File: src/design/amigaBusPkg.sv
// Amiga bus glue shared definitions: address map, timing, vector types and structs
`default_nettype none

package amigaBusPkg;

    ////////////////////////////////////////////////////////////////////////////
    // Vector types
    ////////////////////////////////////////////////////////////////////////////

    // CPU address, A31 down to A1
    typedef logic [31:1] addr_t;
    // 68040 transfer type and modifier
    typedef logic [1:0] tt_t;
    typedef logic [1:0] tm_t;
    // CIA clock divider count
    typedef logic [5:0] ciaCount_t;
    // ROM and autovector wait counter
    typedef logic [2:0] waitCount_t;

    // Transfer type and modifier codes
    localparam tt_t ttNormal = 2'd0;
    localparam tt_t ttCpuSpace = 2'd3;
    // Interrupt acknowledge when paired with CPU space
    localparam tm_t tmIntAck = 2'd1;

    ////////////////////////////////////////////////////////////////////////////
    // Address map, 24 bit space only
    ////////////////////////////////////////////////////////////////////////////

    // Kickstart ROM at the top of the map
    localparam logic [23:0] romBase = 24'hF8_0000;
    localparam logic [23:0] romMask = 24'hF8_0000;
    // Boot overlay maps ROM over low memory
    localparam logic [23:0] overlayLimit = 24'h07_FFFF;
    localparam logic [23:0] chipRamLimit = 24'h1F_FFFF;
    // CIA page, A23..A16
    localparam logic [7:0] ciaBase = 8'hBF;
    // Custom chip registers, A23..A12
    localparam logic [11:0] regBase = 12'hDFF;

    // Bus timing in clk40 cycles
    localparam waitCount_t romWaitCycles = 3'd4;
    localparam waitCount_t autovectorWaitCycles = 3'd1;
    localparam ciaCount_t ciaPeriod = 6'd40;
    // High phase sits at the end of the period
    localparam ciaCount_t ciaHighCycles = 6'd16;

    ////////////////////////////////////////////////////////////////////////////
    // Decode and acknowledge bundles
    ////////////////////////////////////////////////////////////////////////////

    typedef struct packed {
        logic romSel;
        logic ciaSel;
        logic ciaCs0;
        logic ciaCs1;
        logic ramSel;
        logic regSel;
        logic autovector;
    } spaceSel_t;

    // Open drain TACK split into value and drive enable
    typedef struct packed {
        logic tackN;
        logic tackDrive;
    } busAck_t;

    typedef enum logic [2:0] {
        ackIdle,
        ackRomWait,
        ackCiaWait,
        ackAssert,
        ackNegate
    } ackState_t;

endpackage

`default_nettype wire

File: src/design/addressDecode.sv
// Address decode: CPU address and transfer type to ROM, RAM, register and CIA selects
`timescale 1ns/1ps
`default_nettype none

module addressDecode
    import amigaBusPkg::*;
(
    input  addr_t     a,
    input  tt_t       tt,
    input  tm_t       tm,
    input  logic      ovl,
    input  logic      ciaEnable,
    output spaceSel_t sel,
    output logic      ramSpaceN,
    output logic      regSpaceN,
    output logic      ciaCs0N,
    output logic      ciaCs1N,
    output logic      portSize,
    output logic      bufEnN
);

    ////////////////////////////////////////////////////////////////////////////
    // Address qualification
    ////////////////////////////////////////////////////////////////////////////

    // Byte address, A0 implied zero
    logic [31:0] byteAddr;
    // Only the low 16 MB is decoded here
    logic        lowSpace;
    logic        normalCycle;
    logic        intAckCycle;

    // Raw range hits before overlay priority
    logic        romRange;
    logic        overlayRange;
    logic        chipRange;
    logic        ciaPage;
    logic        regPage;

    assign byteAddr = {a, 1'b0};
    assign lowSpace = (byteAddr[31:24] == 8'h00);

    // Plain data or code access
    assign normalCycle = (tt == ttNormal);
    // IACK cycle in CPU space, answered with an autovector
    assign intAckCycle = (tt == ttCpuSpace) && (tm == tmIntAck);

    assign romRange = lowSpace && ((byteAddr[23:0] & romMask) == romBase);
    assign overlayRange = lowSpace && (byteAddr[23:0] <= overlayLimit);
    assign chipRange = lowSpace && (byteAddr[23:0] <= chipRamLimit);
    assign ciaPage = lowSpace && (byteAddr[23:16] == ciaBase);
    assign regPage = lowSpace && (byteAddr[23:12] == regBase);

    ////////////////////////////////////////////////////////////////////////////
    // Space selects
    ////////////////////////////////////////////////////////////////////////////

    always_comb begin
        sel = '0;

        if (normalCycle) begin
            // Overlay wins over chip RAM at boot
            sel.romSel = romRange || (ovl && overlayRange);
            sel.ramSel = chipRange && !(ovl && overlayRange);
            sel.regSel = regPage;
            sel.ciaSel = ciaPage;

            // CIA-A on A12 low, CIA-B on A13 low
            // Both only inside the E clock window
            sel.ciaCs0 = ciaPage && !byteAddr[12] && ciaEnable;
            sel.ciaCs1 = ciaPage && !byteAddr[13] && ciaEnable;
        end

        sel.autovector = intAckCycle;
    end

    ////////////////////////////////////////////////////////////////////////////
    // Board strobes
    ////////////////////////////////////////////////////////////////////////////

    // Chipset space is handled by Agnus
    assign ramSpaceN = !sel.ramSel;
    assign regSpaceN = !sel.regSel;

    assign ciaCs0N = !sel.ciaCs0;
    assign ciaCs1N = !sel.ciaCs1;

    // 8 bit CIA and 16 bit registers need dynamic sizing
    assign portSize = sel.ciaSel || sel.regSel;

    // Data buffers open toward the chipset bus
    assign bufEnN = !(sel.ramSel || sel.regSel);

endmodule

`default_nettype wire

File: src/design/ciaClock.sv
// CIA clock: divides clk40 into the E clock and opens the CIA access window
`timescale 1ns/1ps
`default_nettype none

module ciaClock
    import amigaBusPkg::*;
(
    input  logic clk40,
    input  logic rstN,
    input  logic ciaRequest,
    output logic ciaClk,
    output logic ciaEnable
);

    ////////////////////////////////////////////////////////////////////////////
    // Divider
    ////////////////////////////////////////////////////////////////////////////

    ciaCount_t count;
    ciaCount_t nextCount;
    logic      nextHigh;

    // Free running, wraps once per E period
    always_comb begin
        if (count == ciaPeriod - ciaCount_t'(1)) begin
            nextCount = '0;
        end else begin
            nextCount = count + ciaCount_t'(1);
        end
    end

    // High for the last part of the period
    assign nextHigh = (nextCount >= (ciaPeriod - ciaHighCycles));

    always_ff @(posedge clk40 or negedge rstN) begin
        if (!rstN) begin
            count <= '0;
            ciaClk <= 1'b0;
        end else begin
            count <= nextCount;
            // Registered so the E clock leaves the chip glitch free
            ciaClk <= nextHigh;
        end
    end

    ////////////////////////////////////////////////////////////////////////////
    // Access window
    ////////////////////////////////////////////////////////////////////////////

    // Chip selects stay quiet unless a CIA cycle waits
    assign ciaEnable = ciaClk && ciaRequest;

endmodule

`default_nettype wire

File: src/design/transferAck.sv
// Transfer acknowledge: times and drives TACK for ROM, autovector and CIA cycles
`timescale 1ns/1ps
`default_nettype none

module transferAck
    import amigaBusPkg::*;
(
    input  logic      clk40,
    input  logic      rstN,
    input  logic      tsN,
    input  spaceSel_t sel,
    input  logic      ciaClk,
    output busAck_t   ack,
    output logic      romEnN,
    output logic      ciaRequest
);

    ackState_t  state;
    // Remaining wait for ROM or autovector
    waitCount_t waitCnt;
    // Current cycle targets ROM, gates ROMEN
    logic       romCycle;
    // Last E clock level, for falling edge detect
    logic       ciaClkQ;
    logic       ciaFall;

    assign ciaFall = ciaClkQ && !ciaClk;

    always_ff @(posedge clk40 or negedge rstN) begin
        if (!rstN) begin
            ciaClkQ <= 1'b0;
        end else begin
            ciaClkQ <= ciaClk;
        end
    end

    ////////////////////////////////////////////////////////////////////////////
    // Acknowledge FSM
    ////////////////////////////////////////////////////////////////////////////

    always_ff @(posedge clk40 or negedge rstN) begin
        if (!rstN) begin
            state <= ackIdle;
            waitCnt <= '0;
            romCycle <= 1'b0;
            ciaRequest <= 1'b0;
            romEnN <= 1'b1;
            ack.tackN <= 1'b1;
            ack.tackDrive <= 1'b0;
        end else begin
            case (state)
                ackIdle: begin
                    // Chipset and unmapped cycles fall through, someone else acks
                    if (!tsN) begin
                        if (sel.romSel) begin
                            state <= ackRomWait;
                            romCycle <= 1'b1;
                            waitCnt <= romWaitCycles - waitCount_t'(1);
                        end else if (sel.autovector) begin
                            state <= ackRomWait;
                            romCycle <= 1'b0;
                            waitCnt <= autovectorWaitCycles - waitCount_t'(1);
                        end else if (sel.ciaSel) begin
                            state <= ackCiaWait;
                        end
                    end
                end

                ackRomWait: begin
                    // ROM output enable only for real ROM reads
                    romEnN <= !romCycle;
                    if (waitCnt == '0) begin
                        state <= ackAssert;
                        ack.tackN <= 1'b0;
                        ack.tackDrive <= 1'b1;
                    end else begin
                        waitCnt <= waitCnt - waitCount_t'(1);
                    end
                end

                ackCiaWait: begin
                    // Raise the request in a low phase, so the window is whole
                    if (!ciaRequest) begin
                        if (!ciaClk) begin
                            ciaRequest <= 1'b1;
                        end
                    end else if (ciaFall) begin
                        // E clock just ended the CIA access
                        ciaRequest <= 1'b0;
                        state <= ackAssert;
                        ack.tackN <= 1'b0;
                        ack.tackDrive <= 1'b1;
                    end
                end

                ackAssert: begin
                    // Drive TACK high for one cycle before letting go
                    state <= ackNegate;
                    ack.tackN <= 1'b1;
                    romEnN <= 1'b1;
                    romCycle <= 1'b0;
                end

                ackNegate: begin
                    state <= ackIdle;
                    ack.tackDrive <= 1'b0;
                end

                default: begin
                    state <= ackIdle;
                    ciaRequest <= 1'b0;
                    romEnN <= 1'b1;
                    ack.tackN <= 1'b1;
                    ack.tackDrive <= 1'b0;
                end
            endcase
        end
    end

endmodule

`default_nettype wire

File: src/design/busGlueTop.sv
// Bus glue top: joins address decode, CIA clock and transfer acknowledge
`timescale 1ns/1ps
`default_nettype none

module busGlueTop
    import amigaBusPkg::*;
(
    input  logic    clk40,
    input  logic    rstN,
    input  logic    tsN,
    input  logic    ovl,
    input  addr_t   a,
    input  tt_t     tt,
    input  tm_t     tm,
    output logic    romEnN,
    output logic    bufEnN,
    output logic    ciaClk,
    output logic    ciaCs0N,
    output logic    ciaCs1N,
    output logic    ramSpaceN,
    output logic    regSpaceN,
    output logic    portSize,
    output busAck_t ack
);

    ////////////////////////////////////////////////////////////////////////////
    // Internal nets
    ////////////////////////////////////////////////////////////////////////////

    spaceSel_t sel;
    // E clock window, qualified by a waiting CIA cycle
    logic      ciaEnable;
    logic      ciaRequest;

    // Decode is purely combinational
    addressDecode uAddressDecode (
        .a         (a),
        .tt        (tt),
        .tm        (tm),
        .ovl       (ovl),
        .ciaEnable (ciaEnable),
        .sel       (sel),
        .ramSpaceN (ramSpaceN),
        .regSpaceN (regSpaceN),
        .ciaCs0N   (ciaCs0N),
        .ciaCs1N   (ciaCs1N),
        .portSize  (portSize),
        .bufEnN    (bufEnN)
    );

    ciaClock uCiaClock (
        .clk40      (clk40),
        .rstN       (rstN),
        .ciaRequest (ciaRequest),
        .ciaClk     (ciaClk),
        .ciaEnable  (ciaEnable)
    );

    // TACK value and drive enable, combined on the board
    transferAck uTransferAck (
        .clk40      (clk40),
        .rstN       (rstN),
        .tsN        (tsN),
        .sel        (sel),
        .ciaClk     (ciaClk),
        .ack        (ack),
        .romEnN     (romEnN),
        .ciaRequest (ciaRequest)
    );

endmodule

`default_nettype wire

File: config.mk
export PLATFORM = sky130hd
export DESIGN_NAME = busGlueTop
export DESIGN_NICKNAME = d
export VERILOG_FILES = /design/src/design/amigaBusPkg.sv /design/src/design/addressDecode.sv /design/src/design/ciaClock.sv /design/src/design/transferAck.sv /design/src/design/busGlueTop.sv
export SDC_FILE = /design/constraint.sdc
export NUM_CORES = 1
export LEC_CHECK = 0
export BUFFER_PORTS_ARGS = -buffer_cell sky130_fd_sc_hd__buf_2
export CAP_MARGIN = 20
export CELL_PAD_IN_SITES_DETAIL_PLACEMENT = 0
export CELL_PAD_IN_SITES_GLOBAL_PLACEMENT = 1
export CORE_MARGIN = 1.5
export CORE_UTILIZATION = 33
export DETAILED_ROUTE_END_ITERATION = 6
export GPL_TIMING_DRIVEN = 0
export PLACE_DENSITY = 0.83
export SYNTH_ARGS = -nofsm -noshare
export SYNTH_HDL_FRONTEND = slang
export SYNTH_HIERARCHICAL = 1
export SYNTH_SLANG_ARGS = --single-unit
File: constraint.sdc
create_clock -name clk40 -period 2 [get_ports clk40]
set_input_delay 0 -clock clk40 [delete_from_list [all_inputs] [get_ports clk40]]
set_output_delay 0 -clock clk40 [all_outputs]
set_load 0.01 [all_outputs]
# Word-level counts from Yosys, hierarchy flattened
# Index checks and enable logic that the tools add are counted.
[word_totals]
regBits = 19
output_inout_bits = 10
word_cells = 105
[op_classes]
addsub = 2
n_lt_le_gt_ge = 3
eq_ne = 17
n_mux = 29
bitwise_logic = 2
reduce_logical = 42
[ops]
columns = ["cell", "n"]
rows = [
  ["3-bit two-way mux", 11],
  ["24-bit by 19-bit less-or-equal comparator with 1-bit output (second input constant)", 1],
  ["24-bit by 21-bit less-or-equal comparator with 1-bit output (second input constant)", 1],
  ["1-bit logical AND", 14],
  ["12-bit == test (second input constant)", 1],
  ["6-bit two-way mux", 2],
  ["3-bit one-hot mux with 4 select lines", 1],
  ["4-bit AND reduction", 3],
  ["1-bit logical NOT", 10],
  ["8-bit == test (second input constant)", 1],
  ["8-bit logical NOT", 1],
  ["6-bit by 1-bit adder with 6-bit output (second input constant)", 1],
  ["3-bit by 2-bit == test with 1-bit output (second input constant)", 2],
  ["6-bit == test (second input constant)", 1],
  ["6-bit by 5-bit >= comparator with 1-bit output (second input constant)", 1],
  ["3-bit logical NOT", 2],
  ["1-bit two-way mux", 6],
  ["2-bit two-way mux", 3],
  ["2-bit by 1-bit != test with 1-bit output (second input constant)", 3],
  ["1-bit one-hot mux with 2 select lines", 3],
  ["1-bit one-hot mux with 3 select lines", 2],
  ["3-bit one-hot mux with 2 select lines", 1],
  ["5-bit == test (second input constant)", 1],
  ["5-bit AND reduction", 1],
  ["other kinds (16)", 22],
]

# Logic depth before layout (Yosys ltp)
[depth]
word_depth = 11
depth_mapped = 6
depth_no_buf = 6

# By module
# Netlist, hierarchy kept.
[modules_own_cells]
columns = ["module", "instances", "cells_per_inst", "area_per_inst_um2", "seq_area_each_um2"]
rows = [
  ["transferAck", 1, 67, 656.9, 302.8],
  ["ciaClock", 1, 33, 355.3, 175.2],
  ["addressDecode", 1, 34, 242.7, 0.0],
]

# Worst setup path after synthesis
# Ideal clock, no wire load.
[synth_timing]
kind = "reg-to-reg"
start = "register uTransferAck.waitCnt[0]"
end = "register uTransferAck.waitCnt[1]"
arrival_time_ns = 1.471
required_ns = 1.871
setup_slack_ns = 0.400
stages_incl_launch_ff = 7
cell_sequence = "dfrtp_1 -> inv_1 -> ha_1 -> ha_1 -> or4b_4 -> nand2_1 -> o221ai_2"
[synth_between]
elab_chain_cells = 3
elab_cells_between_ends = 6
classes_between = "1 x add/sub; 1 x eq/ne; 2 x mux; 2 x reduce/logical"
[synth_lines]
columns = ["item", "line_no", "rtl"]
rows = [
  ["from (decl)", "transferAck.sv:20", "waitCount_t waitCnt;"],
  ["from (signal assigned)", "transferAck.sv:58", "waitCnt <= romWaitCycles - waitCount_t'(1);"],
  ["from (signal assigned)", "transferAck.sv:62", "waitCnt <= autovectorWaitCycles - waitCount_t'(1);"],
  ["from (signal assigned)", "transferAck.sv:77", "waitCnt <= waitCnt - waitCount_t'(1);"],
  ["3-bit by 1-bit subtractor with 3-bit output / 3-bit logical NOT (equally long branches)", "transferAck.sv:77, transferAck.sv:72", ""],
  ["3-bit two-way mux / 2-bit != test (equally long branches)", "-", ""],
  ["3-bit one-hot mux with 2 select lines / 4-bit AND reduction (equally long branches)", "-", ""],
]
# Several ways; a longest one is shown, not always the timed one. The select of a mux whose other input is x is not followed.
# A chain may end at the register's enable or synchronous reset.

# Final worst setup path
# Same ends and word-level chain as after synthesis.

==> impl_metrics.py <==
metrics = {
    "outcome": {
        "outcome": "finished, final reports clean",
    },
    "global_routing": {
        "grt_pass1_wl_um": 4700,
        "grt.met1_usage_pct": 15.4,
        "grt_use_met2_pct": 28.1,
        "grtUsageTotal_pct": 14.3,
        "top_usage_layer": "met2",
        "antenna_found_initial": 0,
        "grt_pass1_vias": 1108,
        "grt.overflow.total": 0,
        "grt_max_degree": 20,
        "gr-usage-met3_pct": 2.29,
    },
    "clock_tree": {
        "path_clk_slew_ns": 0.07,
        "clockBufferDepth": 2,
        "cts_sinks": 19,
        "cts-htree-levels": 1,
        "worst_skew_pair.late_latency_ns": 0.25,
        "cts_tree": "yes",
        "cts_root_buffer": "clkbuf_8",
        "cts-resized-gates": 0,
        "cts_buffers": 3,
    },
    "critical_path": {
        "crit_family": "simple AND/OR/NAND/NOR gates",
        "slowest_delay_ns": 0.53,
        "setup.worst_path.class": "reg2reg",
        "cp_slowest_cell": "or4b_4",
        "cp.arrival_ns": 1.86,
        "crit_path_end_kind": "flip-flop",
        "cp_common_cell": "ha_1",
        "worstPathCellList": "inv_1 -> ha_1 -> ha_1 -> or4b_4 -> nand2_1 -> o221ai_2",
        "start_kind": "flip-flop",
        "rrSetupSlack_ns": 0.27,
        "critPathRequiredTime_ns": 2.13,
        "crit_fanout": 6,
        "cp.buffers_inverters": 1,
    },
    "layout": {
        "regArea_um2": 478,
        "n_fill_cell": 395,
        "final_nets": 216,
        "multiInputGateArea_um2": 706,
        "antenna_cells": 0,
        "drive_gt1_share_pct": 34.9,
        "layout.cells.non_filler": 220,
        "syn_to_final_growth_pct": 24.4,
    },
    "drt": {
        "drc": 0,
        "viasPerCell": 5.13,
        "wl_per_cell_um": 12.4,
        "postRouteAntennaNets": 0,
        "drtIter0Drc": 25,
        "vias": 1129,
        "dr.pass1.iters": 4,
        "finalWirelength_um": 2720,
    },
    "logic_synthesis": {
        "syn-num-nets": 173,
        "syn_area_mm2": 0.00123,
        "synth-warning-count": 6,
        "synthCells": 130,
        "syn-mean-instance-area_um2": 9.47,
    },
    "sta": {
        "finalHoldViolCount": 0,
        "tightest_slew_ns": 0.431,
        "max_slew_margin_pct": 71.3,
        "grt_setup_unrepaired": "false",
        "setup_viol_count_final": 0,
        "period_share_pct": 86.4,
        "fin_tns_setup_ns": 0,
        "skew_ns": 0.00600,
        "finalCriticalPeriod_ns": 1.73,
        "fmax_mhz": 579,
        "drv_slew": 0,
    },
    "place": {
        "dp_hpwl_um": 2180,
        "routabilityCongestion": 0.754,
        "portBuffers": 37,
        "dp_cells": 215,
    },
    "floorplan": {
        "die_area_mm2": 0.00411,
        "die_w_um": 64.1,
        "fp.coreArea_mm2": 0.00363,
        "pin_count": 49,
        "floorplan.initialDensity_pct": 33.9,
        "fp.dieH_um": 64.1,
        "num_rows": 22,
    },
    "hold_path": {
        "hp-class": "in2reg",
    },
    "power_and_ir_drop": {
        "power_leakage_nw": 0.690,
        "ir_worst_vdd_mv": 0.345,
        "power_density_mw_per_mm2": 905,
    },
    "run": {
        "max_cap_violations": 0,
    },
}
[repair_timing]
item	4_1_cts	5_1_grt
setup buffers	0	0
endpoints found under the hold margin	17	0
hold buffers	1	0
[cell usage in the layout (no fill, tap or decap), types with 2 or more instances in the layout]
cell and n:
nor2_2 2, and2_1 2, nor3_1 4, or4_1 2
and4b_1 3, nor2_1 13, nand3_1 2, buf_4 3
o21ai_0 5, nor2b_1 2, o21bai_1 2, nand2_1 12
ha_1 4, nand2b_1 3, o22ai_1 2, and3_1 2
buf_2 39, clkbuf_8 3, dfstp_2 2, a211oi_1 3
a21oi_1 11, dfrtp_1 17, a22o_1 2, inv_1 4
[power breakdown]
group | total [mW] | leakage, nW | internal (mW) | switching [mW]
clock | 0.265 | 0.0228 | 0.141 | 0.124
combinational | 0.584 | 0.429 | 0.278 | 0.306
sequential | 0.536 | 0.238 | 0.477 | 0.0597
total | 1.39 | 0.690 | 0.896 | 0.489
[tightest hold or removal path, stage by stage]
cell	delay, ns
buf_2	0.11
nor4_2	0.05
nand2_1	0.08
o221ai_2	0.08
[routing by layer]
layer	vias to the layer above	part of all wire, %
met3	2	6.7
met4	0	0.44
li1	559	-
met1	527	40
met5	-	0
met2	41	53
[sequential cells by signal, indices dropped and copies added, names as in the netlist, 2 cells and up]
signal / flops
uTransferAck/waitCnt: 3
uTransferAck/state: 3
uCiaClock/count: 6
uTransferAck/ack: 2
[area by class of cell]
type	count	area share [%]
tap	48	3.92
timing repair buffer	38	12.7
buffer	5	2.12
multi-input combinational	102	46.1
clock buffer	4	2.94
inverter	4	0.980
sequential	19	31.2
[stage by stage]
step | area [um2] | utilization [%] | total power, mW | hold slack [ns] | setup slack [ns]
floorplan | 1230 | - | 0.977 | -0.296 | 0.400
finish | 1530 | 42.1 | 1.39 | 0.114 | 0.272
global placement | 1480 | 40.6 | 1.11 | -0.0409 | 0.295
detailed placement | 1480 | 40.6 | 1.13 | -0.0294 | 0.272
CTS | 1530 | 42.1 | 1.40 | 0.105 | 0.261
global route | 1530 | 42.1 | 1.51 | 0.155 | 0.179
[path summary, 6_finish.rpt]
kind,from,endpoint,cells past startpoint
max,uTransferAck/waitCnt[0],uTransferAck/waitCnt[1],6
min,tsN,uTransferAck/waitCnt[1],4
max reg2reg,uTransferAck/waitCnt[0],uTransferAck/waitCnt[1],6
min reg2reg,uCiaClock/ciaClk,uTransferAck/ciaClkQ,0
max in group asynchronous,rstN,uTransferAck/romEnN,2
min in group asynchronous,rstN,uCiaClock/count[1],2
Power figures use the tool's default switching activity.
